### config.mk
export PLATFORM = sky130hd
export DESIGN_NAME = datapath
export DESIGN_NICKNAME = d
export VERILOG_FILES = /design/src/source/lc3b_types.sv /design/src/source/fetch_unit.sv /design/src/source/de_register.sv /design/src/source/control_rom.sv /design/src/source/regfile.sv /design/src/source/ex_register.sv /design/src/source/ex_logic.sv /design/src/source/mem_register.sv /design/src/source/wb_stage.sv /design/src/source/datapath.sv
export SDC_FILE = /design/constraint.sdc
export NUM_CORES = 1
export LEC_CHECK = 0
export BUFFER_PORTS_ARGS = -buffer_cell sky130_fd_sc_hd__clkbuf_2
export CORE_UTILIZATION = 51
export DETAILED_ROUTE_END_ITERATION = 16
export PLACE_DENSITY = 0.68
export SYNTH_ARGS = -nofsm -noshare
export SYNTH_HDL_FRONTEND = slang
export SYNTH_SLANG_ARGS = --single-unit
### constraint.sdc
create_clock -name clk -period 16.84 [get_ports clk]
set_input_delay 1.684 -clock clk [delete_from_list [all_inputs] [get_ports clk]]
set_output_delay 1.684 -clock clk [all_outputs]
set_load 0.1 [all_outputs]
### src/source/lc3b_types.sv
package lc3b_types;

	//////////////////////////////////////////////////
	// widths
	//////////////////////////////////////////////////

	typedef logic [15:0] lc3b_word;
	typedef logic [2:0] lc3b_reg;
	typedef logic [3:0] lc3b_opcode;
	typedef logic [2:0] lc3b_nzp;
	typedef logic [5:0] lc3b_offset6;
	typedef logic [8:0] lc3b_offset9;
	typedef logic [4:0] lc3b_imm5;

	//////////////////////////////////////////////////
	// datapath selects
	//////////////////////////////////////////////////

	typedef enum logic [1:0] {
		alu_add,
		alu_and,
		alu_not,
		alu_pass
	} lc3b_alu_op;

	// register file source in write back
	typedef enum logic [1:0] {
		wb_sel_alu,
		wb_sel_load,
		wb_sel_addr
	} lc3b_wb_sel;

	// supported opcodes, everything else retires as a no-op
	localparam lc3b_opcode op_br = 4'b0000;
	localparam lc3b_opcode op_add = 4'b0001;
	localparam lc3b_opcode op_and = 4'b0101;
	localparam lc3b_opcode op_not = 4'b1001;
	localparam lc3b_opcode op_lea = 4'b1110;
	localparam lc3b_opcode op_ldr = 4'b0110;
	localparam lc3b_opcode op_str = 4'b0111;

endpackage : lc3b_types

### src/source/fetch_unit.sv
module fetch_unit (
	input logic clk,
	input logic reset,
	input logic stall,
	input logic wb_valid,
	input lc3b_types::lc3b_opcode wb_opcode,
	input lc3b_types::lc3b_nzp wb_nzp,
	input lc3b_types::lc3b_nzp cc,
	input lc3b_types::lc3b_word wb_target,
	output lc3b_types::lc3b_word pc,
	output lc3b_types::lc3b_word pc_plus2,
	output logic taken
);
	import lc3b_types::*;

	lc3b_word pc_next;

	// branch sits in write back, compare its nzp with the committed codes
	assign taken = wb_valid && (wb_opcode == op_br) && ((wb_nzp & cc) != 3'b000) && !stall;

	assign pc_plus2 = pc + 16'd2;
	assign pc_next = taken ? wb_target : pc_plus2;

	always_ff @(posedge clk) begin
		if (reset) begin
			pc <= 16'h0000;
		end else if (!stall) begin
			pc <= pc_next;
		end
	end

endmodule : fetch_unit

### src/source/de_register.sv
module de_register (
	input logic clk,
	input logic reset,
	input logic stall,
	input logic flush,
	input logic fetch_resp,
	input lc3b_types::lc3b_word ir_in,
	input lc3b_types::lc3b_word pc_plus2,
	output lc3b_types::lc3b_word de_ir,
	output lc3b_types::lc3b_word de_next_pc,
	output lc3b_types::lc3b_reg de_dest,
	output lc3b_types::lc3b_reg de_src1,
	output lc3b_types::lc3b_reg de_src2,
	output logic de_valid
);

	always_ff @(posedge clk) begin
		if (!stall) begin
			de_ir <= ir_in;
			de_next_pc <= pc_plus2;
		end
	end

	// word fetched behind a taken branch comes in dead
	always_ff @(posedge clk) begin
		if (reset) begin
			de_valid <= 1'b0;
		end else if (!stall) begin
			de_valid <= fetch_resp && !flush;
		end
	end

	assign de_dest = de_ir[11:9];
	assign de_src1 = de_ir[8:6];
	assign de_src2 = de_ir[2:0];

endmodule : de_register

### src/source/control_rom.sv
module control_rom (
	input lc3b_types::lc3b_opcode opcode,
	input logic ir5,
	output lc3b_types::lc3b_alu_op alu_op,
	output logic use_imm,
	output logic addr_off9,
	output lc3b_types::lc3b_wb_sel wb_sel,
	output logic load_reg,
	output logic load_cc,
	output logic mem_read,
	output logic mem_write,
	output logic src2_is_dest
);
	import lc3b_types::*;

	always_comb begin
		alu_op = alu_pass;
		use_imm = 1'b0;
		addr_off9 = 1'b0;
		wb_sel = wb_sel_alu;
		load_reg = 1'b0;
		load_cc = 1'b0;
		mem_read = 1'b0;
		mem_write = 1'b0;
		src2_is_dest = 1'b0;

		case (opcode)
			op_add: begin
				alu_op = alu_add;
				use_imm = ir5;
				load_reg = 1'b1;
				load_cc = 1'b1;
			end
			op_and: begin
				alu_op = alu_and;
				use_imm = ir5;
				load_reg = 1'b1;
				load_cc = 1'b1;
			end
			op_not: begin
				alu_op = alu_not;
				load_reg = 1'b1;
				load_cc = 1'b1;
			end
			// lc3b lea leaves the condition codes alone
			op_lea: begin
				addr_off9 = 1'b1;
				wb_sel = wb_sel_addr;
				load_reg = 1'b1;
			end
			op_ldr: begin
				wb_sel = wb_sel_load;
				load_reg = 1'b1;
				load_cc = 1'b1;
				mem_read = 1'b1;
			end
			// store source sits in the dest field
			op_str: begin
				mem_write = 1'b1;
				src2_is_dest = 1'b1;
			end
			op_br: begin
				addr_off9 = 1'b1;
			end
			default: begin
			end
		endcase
	end

endmodule : control_rom

### src/source/regfile.sv
module regfile (
	input clk,
	input logic load,
	input lc3b_types::lc3b_reg dest,
	input lc3b_types::lc3b_word in,
	input lc3b_types::lc3b_reg src_a,
	input lc3b_types::lc3b_reg src_b,
	output lc3b_types::lc3b_word reg_a,
	output lc3b_types::lc3b_word reg_b
);
	import lc3b_types::*;

	lc3b_word data [8];

	always_ff @(posedge clk) begin
		if (load) begin
			data[dest] <= in;
		end
	end

	// write-through, decode sees the value committing this cycle
	assign reg_a = (load && (dest == src_a)) ? in : data[src_a];
	assign reg_b = (load && (dest == src_b)) ? in : data[src_b];

endmodule : regfile

### src/source/ex_register.sv
module ex_register (
	input logic clk,
	input logic reset,
	input logic stall,
	input logic flush,
	input lc3b_types::lc3b_word de_ir, de_next_pc, de_sr1, de_sr2,
	input lc3b_types::lc3b_reg de_dest,
	input logic de_valid,
	input lc3b_types::lc3b_alu_op alu_op,
	input lc3b_types::lc3b_wb_sel wb_sel,
	input logic use_imm, addr_off9, load_reg, load_cc, mem_read, mem_write,
	output lc3b_types::lc3b_word ex_ir, ex_next_pc, ex_sr1, ex_sr2,
	output lc3b_types::lc3b_reg ex_dest,
	output logic ex_valid,
	output lc3b_types::lc3b_alu_op ex_alu_op,
	output lc3b_types::lc3b_wb_sel ex_wb_sel,
	output logic ex_use_imm, ex_addr_off9, ex_load_reg, ex_load_cc,
	output logic ex_mem_read, ex_mem_write
);

	always_ff @(posedge clk) begin
		if (!stall) begin
			ex_ir <= de_ir;
			ex_next_pc <= de_next_pc;
			ex_sr1 <= de_sr1;
			ex_sr2 <= de_sr2;
			ex_dest <= de_dest;
			ex_alu_op <= alu_op;
			ex_wb_sel <= wb_sel;
			ex_use_imm <= use_imm;
			ex_addr_off9 <= addr_off9;
			ex_load_reg <= load_reg;
			ex_load_cc <= load_cc;
			ex_mem_read <= mem_read;
			ex_mem_write <= mem_write;
		end
	end

	always_ff @(posedge clk) begin
		if (reset) begin
			ex_valid <= 1'b0;
		end else if (!stall) begin
			ex_valid <= de_valid && !flush;
		end
	end

endmodule : ex_register

### src/source/ex_logic.sv
module ex_logic (
	input lc3b_types::lc3b_alu_op alu_op,
	input logic use_imm,
	input logic addr_off9,
	input lc3b_types::lc3b_word ex_ir,
	input lc3b_types::lc3b_word ex_next_pc,
	input lc3b_types::lc3b_word ex_sr1,
	input lc3b_types::lc3b_word ex_sr2,
	output lc3b_types::lc3b_word ex_alu_out,
	output lc3b_types::lc3b_word ex_address
);
	import lc3b_types::*;

	lc3b_imm5 imm5;
	lc3b_offset6 offset6;
	lc3b_offset9 offset9;
	lc3b_word operand_b;

	assign imm5 = ex_ir[4:0];
	assign offset6 = ex_ir[5:0];
	assign offset9 = ex_ir[8:0];

	assign operand_b = use_imm ? {{11{imm5[4]}}, imm5} : ex_sr2;

	always_comb begin
		case (alu_op)
			alu_add: ex_alu_out = ex_sr1 + operand_b;
			alu_and: ex_alu_out = ex_sr1 & operand_b;
			alu_not: ex_alu_out = ~ex_sr1;
			default: ex_alu_out = operand_b;
		endcase
	end

	// offsets count words, one extra low zero makes them byte offsets
	assign ex_address = addr_off9 ? ex_next_pc + {{6{offset9[8]}}, offset9, 1'b0}
		: ex_sr1 + {{9{offset6[5]}}, offset6, 1'b0};

endmodule : ex_logic

### src/source/mem_register.sv
module mem_register (
	input logic clk,
	input logic reset,
	input logic stall,
	input logic flush,
	input lc3b_types::lc3b_word ex_address, ex_alu_out, ex_store_data, ex_ir,
	input lc3b_types::lc3b_reg ex_dest,
	input lc3b_types::lc3b_wb_sel ex_wb_sel,
	input logic ex_load_reg, ex_load_cc, ex_mem_read, ex_mem_write,
	input logic ex_valid,
	output lc3b_types::lc3b_word mem_address, mem_alu_out, mem_store_data, mem_ir,
	output lc3b_types::lc3b_reg mem_dest,
	output lc3b_types::lc3b_wb_sel mem_wb_sel,
	output logic mem_load_reg, mem_load_cc, mem_mem_read, mem_mem_write,
	output logic mem_valid
);

	// held through a stall so the data port sees a stable request
	always_ff @(posedge clk) begin
		if (!stall) begin
			mem_address <= ex_address;
			mem_alu_out <= ex_alu_out;
			mem_store_data <= ex_store_data;
			mem_ir <= ex_ir;
			mem_dest <= ex_dest;
			mem_wb_sel <= ex_wb_sel;
			mem_load_reg <= ex_load_reg;
			mem_load_cc <= ex_load_cc;
			mem_mem_read <= ex_mem_read;
			mem_mem_write <= ex_mem_write;
		end
	end

	always_ff @(posedge clk) begin
		if (reset) begin
			mem_valid <= 1'b0;
		end else if (!stall) begin
			mem_valid <= ex_valid && !flush;
		end
	end

endmodule : mem_register

### src/source/wb_stage.sv
module wb_stage (
	input logic clk,
	input logic reset,
	input logic stall,
	input lc3b_types::lc3b_word mem_address, mem_alu_out, mem_ir,
	input lc3b_types::lc3b_reg mem_dest,
	input lc3b_types::lc3b_wb_sel mem_wb_sel,
	input logic mem_load_reg, mem_load_cc, mem_valid,
	input lc3b_types::lc3b_word mem_rdata,
	output logic wb_valid,
	output lc3b_types::lc3b_opcode wb_opcode,
	output lc3b_types::lc3b_nzp wb_nzp,
	output lc3b_types::lc3b_word wb_target,
	output lc3b_types::lc3b_nzp cc,
	output logic reg_load,
	output lc3b_types::lc3b_reg reg_dest,
	output lc3b_types::lc3b_word reg_data
);
	import lc3b_types::*;

	lc3b_word wb_address, wb_alu_out, wb_rdata, wb_ir;
	lc3b_wb_sel wb_sel;
	logic wb_load_reg, wb_load_cc;
	logic commit;
	lc3b_nzp gen_cc;

	always_ff @(posedge clk) begin
		if (!stall) begin
			wb_address <= mem_address;
			wb_alu_out <= mem_alu_out;
			wb_rdata <= mem_rdata;
			wb_ir <= mem_ir;
			reg_dest <= mem_dest;
			wb_sel <= mem_wb_sel;
			wb_load_reg <= mem_load_reg;
			wb_load_cc <= mem_load_cc;
		end
	end

	always_ff @(posedge clk) begin
		if (reset) begin
			wb_valid <= 1'b0;
			cc <= 3'b010;
		end else begin
			if (commit && wb_load_cc) begin
				cc <= gen_cc;
			end
			if (!stall) begin
				wb_valid <= mem_valid;
			end
		end
	end

	// nothing retires while either port is waiting
	assign commit = wb_valid && !stall;
	assign reg_load = commit && wb_load_reg;

	always_comb begin
		case (wb_sel)
			wb_sel_load: reg_data = wb_rdata;
			wb_sel_addr: reg_data = wb_address;
			default: reg_data = wb_alu_out;
		endcase
	end

	assign gen_cc = reg_data[15] ? 3'b100 : ((reg_data == 16'h0000) ? 3'b010 : 3'b001);

	assign wb_opcode = wb_ir[15:12];
	assign wb_nzp = wb_ir[11:9];
	assign wb_target = wb_address;

endmodule : wb_stage

### src/source/datapath.sv
module datapath (
	input logic clk,
	input logic reset,
	input logic mem_resp_a,
	input lc3b_types::lc3b_word mem_rdata_a,
	input logic mem_resp_b,
	input lc3b_types::lc3b_word mem_rdata_b,
	output logic mem_read_a,
	output logic mem_write_a,
	output logic [1:0] mem_wmask_a,
	output lc3b_types::lc3b_word mem_address_a,
	output lc3b_types::lc3b_word mem_wdata_a,
	output logic mem_read_b,
	output logic mem_write_b,
	output logic [1:0] mem_wmask_b,
	output lc3b_types::lc3b_word mem_address_b,
	output lc3b_types::lc3b_word mem_wdata_b
);
	import lc3b_types::*;

	logic stall, taken, squash, mem_live;
	lc3b_word pc, pc_plus2;
	// decode
	lc3b_word de_ir, de_next_pc, de_sr1, de_sr2;
	lc3b_reg de_dest, de_src1, de_src2, src_b;
	logic de_valid;
	lc3b_alu_op alu_op;
	lc3b_wb_sel wb_sel;
	logic use_imm, addr_off9, load_reg, load_cc, mem_read, mem_write, src2_is_dest;
	// execute
	lc3b_word ex_ir, ex_next_pc, ex_sr1, ex_sr2, ex_alu_out, ex_address;
	lc3b_reg ex_dest;
	lc3b_alu_op ex_alu_op;
	lc3b_wb_sel ex_wb_sel;
	logic ex_valid, ex_use_imm, ex_addr_off9, ex_load_reg, ex_load_cc;
	logic ex_mem_read, ex_mem_write;
	// memory
	lc3b_word mem_address, mem_alu_out, mem_store_data, mem_ir;
	lc3b_reg mem_dest;
	lc3b_wb_sel mem_wb_sel;
	logic mem_valid, mem_load_reg, mem_load_cc, mem_mem_read, mem_mem_write;
	// write back
	lc3b_opcode wb_opcode;
	lc3b_nzp wb_nzp, cc;
	lc3b_word wb_target, reg_data;
	lc3b_reg reg_dest;
	logic wb_valid, reg_load;

	//////////////////////////////////////////////////
	// memory ports and pipeline control
	//////////////////////////////////////////////////

	// instruction behind a taken branch gets no data port access
	assign squash = wb_valid && (wb_opcode == op_br) && ((wb_nzp & cc) != 3'b000);
	assign mem_live = mem_valid && !squash;

	assign stall = (mem_read_a && !mem_resp_a) || ((mem_read_b || mem_write_b) && !mem_resp_b);

	// instruction port reads every cycle
	assign mem_read_a = !reset;
	assign mem_write_a = 1'b0;
	assign mem_wmask_a = 2'b11;
	assign mem_address_a = pc;
	assign mem_wdata_a = 16'h0000;

	assign mem_read_b = mem_live && mem_mem_read;
	assign mem_write_b = mem_live && mem_mem_write;
	assign mem_wmask_b = 2'b11;
	assign mem_address_b = mem_address;
	assign mem_wdata_b = mem_store_data;

	//////////////////////////////////////////////////
	// fetch and decode
	//////////////////////////////////////////////////

	fetch_unit u_fetch_unit (.*);

	de_register u_de_register (
		.*,
		.flush(taken),
		.fetch_resp(mem_resp_a),
		.ir_in(mem_rdata_a)
	);

	control_rom u_control_rom (
		.*,
		.opcode(de_ir[15:12]),
		.ir5(de_ir[5])
	);

	assign src_b = src2_is_dest ? de_dest : de_src2;

	regfile u_regfile (
		.clk,
		.load(reg_load),
		.dest(reg_dest),
		.in(reg_data),
		.src_a(de_src1),
		.src_b(src_b),
		.reg_a(de_sr1),
		.reg_b(de_sr2)
	);

	//////////////////////////////////////////////////
	// execute, memory, write back
	//////////////////////////////////////////////////

	ex_register u_ex_register (
		.*,
		.flush(taken)
	);

	ex_logic u_ex_logic (
		.*,
		.alu_op(ex_alu_op),
		.use_imm(ex_use_imm),
		.addr_off9(ex_addr_off9)
	);

	mem_register u_mem_register (
		.*,
		.flush(taken),
		.ex_store_data(ex_sr2)
	);

	wb_stage u_wb_stage (
		.*,
		.mem_valid(mem_live),
		.mem_rdata(mem_rdata_b)
	);

endmodule : datapath

==> run_results.csv <==
group,metric,value,unit
outcome,status,"complete, no violations",
clocking,cts_max_path_buffers,3,
power_and_ir_drop,pwr-share-comb,0.204,
route,num_vias,11137,
yosys,synth_top_family_by_area,"multiplexers",
clocking,cts_buffers,41,
critical_path,cp-end-kind,"output pin",
clocking,ctsHoldBuffers,0,
worst_hold_path,min-delay-path-class,"reg -> reg",
yosys,yosys.area.top_type,"edfxtp_1",
power_and_ir_drop,power_frac_clock,0.339,
timing,tns,0,ns
critical_path,crit_path_max_incr_delay,0.64,ns
die,row_count,67,
cells_and_area,drive_above_1_share,0.1626,
power_and_ir_drop,seqPwrFrac,0.456,
route,wire_per_inst,21.31,microns
global_route,grtUsageTotal,0.2292,
placement,port-buffer-count,86,
yosys,synth.area.mux_share,0.09619,
power_and_ir_drop,p_int,0.001844,W
clocking,cts_tree,"yes",
die,initial_utilization,0.5225,
power_and_ir_drop,power.switching,0.0007942,W
timing,fmax,217.3,MHz
cells_and_area,final_area,19860,sq um
worst_hold_path,hold_depth,0,
route,routed_wl,40340,microns
critical_path,reg2reg_slack,13.13,ns
critical_path,path_cells,"a222oi_1 > nand3b_1 > and3_1 > clkbuf_2",
power_and_ir_drop,vdd_drop_max,0.09203,mV
critical_path,crit_fanout,14,
global_route,grt_max_degree,123,
cells_and_area,synthToLayoutAreaGrowth,12.52,%
die,fp.dieArea,35360,sq um
yosys,synth_fa_ha_area_frac,0.03672,
die,die_w,188.0,microns
global_route,overflow,0,
timing,fin_crit_sh,0.2732,
clocking,htree_levels,2,
timing,tightest_slew,1.107,ns
yosys,ys_top_cells_by_area,"edfxtp_1 60%, mux4_2 5.9%, ha_1 3.3%",
route,drc,0,
yosys,synth_cell_type_count,65,
critical_path,cp_data_arrival_time,2.92,ns
worst_hold_path,min_to,"u_mem_register.mem_ir[12]$_DFFE_PN_",
clocking,clk_latency,0.54,ns
clocking,cts.sinks,375,
yosys,synth-compound-area-share,0.08563,
timing,relSlewSlack,0.2621,
critical_path,reg2reg_from,"u_ex_register.ex_use_imm$_SDFFCE_PN0N_",
timing,grt_setup_unrepaired,"no",
power_and_ir_drop,power_density,132.8,nW/um^2
yosys,synth_top_cells_by_count,"352 x edfxtp_1, 149 x nand2_1, 69 x inv_1",
timing,setup_viol,0,
yosys,synth-seq-area-share,0.6249,
yosys,async_flop_share,0,
yosys,synth_area,17650,sq um
placement,placed_cell_area,18500,sq um
die,io_pins,108,
yosys,yosys_warnings,0,
route,drtPass1Iterations,5,
route,ant_nets,0,
yosys,syn_area_per_cell,13.32,sq um
cells_and_area,multiInputGateArea,6051,sq um
clocking,cts-root-buf,"clkbuf_16",
critical_path,start_kind,"flop",
cells_and_area,nets,1501,
cells_and_area,antennaDiodeCount,0,
timing,min_period,4.601,ns
timing,timing.final.hold_violations,0,
cells_and_area,largest_reg_flops,128,
route,vias_per_cell,5.883,
critical_path,cp_slowest_cell,"a222oi_1",
die,coreArea,33780,sq um
cells_and_area,top_register,"u_regfile.data",
global_route,grt_pass1_vias,10674,
clocking,post_cts_buffers,0,
critical_path,ff2ff_path_depth,10,
route,drt_iter0_drc,980,
job,max_cap_violations,0,
placement,detailed_place_hpwl,27790,microns
yosys,synth-simple-area-share,0.09194,
yosys,synth-seq-cells,375,
power_and_ir_drop,total_leakage_power,7.512,nW
timing,clock_skew,0.02237,ns
global_route,grt_pass1_wl,62130,microns
yosys,synth_edf_count,352,
cells_and_area,regArea,11030,sq um
worst_hold_path,holdCritStartpoint,"u_ex_register.ex_ir[12]$_DFFE_PN_",
clocking,clk_pin_slew,0.06,ns
yosys,synth_xor_area_frac,0.02630,
placement,gp_congestion,0.8897,
die,die_y,188.0,microns
clocking,cts_resized,0,
yosys,synth_top_area_frac,0.5989,
yosys,synth_cells,1325,
yosys,ys.flop_type,"edfxtp_1",
timing,slew_viol_final,0,
global_route,antenna_found_initial,0,
power_and_ir_drop,p_sw_frac,0.3011,
critical_path,worstSetupPathType,"reg -> out",
critical_path,r2r-end,"u_mem_register.mem_alu_out[15]$_DFFE_PN_",
yosys,post-synth-top-count-cell,"edfxtp_1",
cells_and_area,nFillCells,2617,
critical_path,required,15.16,ns
-- critical path, delay by kind of cell, from the launching register on --
kind,cells,cell delay [ns]
AO/OA/AOI/OAI,1,0.64
flip-flops,1,0.56
AND/OR/NAND/NOR,2,0.74
buffers and inverters,1,0.45
-- power groups by stage --
| stage | clock (W) | combinational [W] | sequential [W] |
|---|---|---|---|
| after floorplan | 0 | 0.000296 | 0.00133 |
| after detailed placement | 0 | 0.000536 | 0.00122 |
| after global placement | 0 | 0.000527 | 0.00122 |
| final | 0.000895 | 0.000539 | 0.00120 |
| after global routing | 0.000942 | 0.000579 | 0.00121 |
| after CTS | 0.000910 | 0.000538 | 0.00121 |
-- worst max-delay path by stage --
| stage | from | to | slack, ns | cells after the start |
|---|---|---|---|---|
| after floorplan | mem_resp_a | u_fetch_unit.pc[7]$_SDFFE_PP0N_ | 7.39 | 6 |
| after global placement | reset | u_ex_register.ex_sr2[15]$_DFFE_PN_ | 11.91 | 5 |
| after detailed placement | reset | u_ex_register.ex_sr2[10]$_DFFE_PN_ | 11.69 | 5 |
| after CTS | u_wb_stage.wb_ir[9]$_DFFE_PN_ | mem_write_b | 12.24 | 4 |
| after global routing | u_wb_stage.wb_ir[9]$_DFFE_PN_ | mem_write_b | 12.11 | 4 |
| final | u_wb_stage.wb_ir[9]$_DFFE_PN_ | mem_write_b | 12.24 | 4 |
-- cells in the final DEF (no fill, tap or decap), types with 23 or more instances in the layout --
cell type,n
edfxtp_1,352
dfxtp_1,23
o21ai_0,65
inv_1,69
nand3_1,47
ha_1,47
a21oi_1,42
mux2i_1,55
nor2_1,64
clkbuf_16,43
clkbuf_2,86
o21a_1,29
nand2_1,149
mux4_2,46
xnor2_1,33
-- kinds of logic after synthesis --
| family | Yosys count |
|---|---|
| xor gates and xnor gates | 53 |
| and+or+nand+nor | 351 |
| AOI/OAI and AO/OA | 233 |
| other | 2 |
| muxes | 111 |
| DFF | 375 |
| buffers and inverters | 150 |
| adders and majority gates | 50 |
-- final cells by class --
| class | count | area share |
|---|---|---|
| clock inverters | 21 | 0.01134 |
| repair buffers | 108 | 0.03037 |
| inverters | 70 | 0.01361 |
| clock buffers | 52 | 0.05638 |
| flip-flops and latches | 375 | 0.5554 |
| well taps | 448 | 0.02822 |
| multi-input cells | 819 | 0.3047 |
-- metal layers --
layer / share of wire / vias to the layer above / global-route usage / wire length, microns
met5: 0 / - / 0 / 0
met4: 0.028 / 0 / 0.07129 / 1141
met3: 0.067 / 67 / 0.03069 / 2717
met2: 0.46 / 437 / 0.3595 / 18710
met1: 0.44 / 5486 / 0.3328 / 17770
li1: - / 5147 / - / -
-- metrics by stage --
stage | hold slack, ns | setup slack, ns | cells | util | power, W
after global routing | 0.4175 | 12.11 | 1893 | 0.5879 | 0.002733
after detailed placement | 0.4045 | 11.69 | 1819 | 0.5476 | 0.001759
final | 0.4146 | 12.24 | 1893 | 0.5879 | 0.002638
after floorplan | 0.4003 | 7.388 | 1344 | - | 0.001628
after CTS | 0.4134 | 12.24 | 1892 | 0.5874 | 0.002654
after global placement | 0.4011 | 11.91 | 1819 | 0.5476 | 0.001750
(Power assumes the default switching activity.)
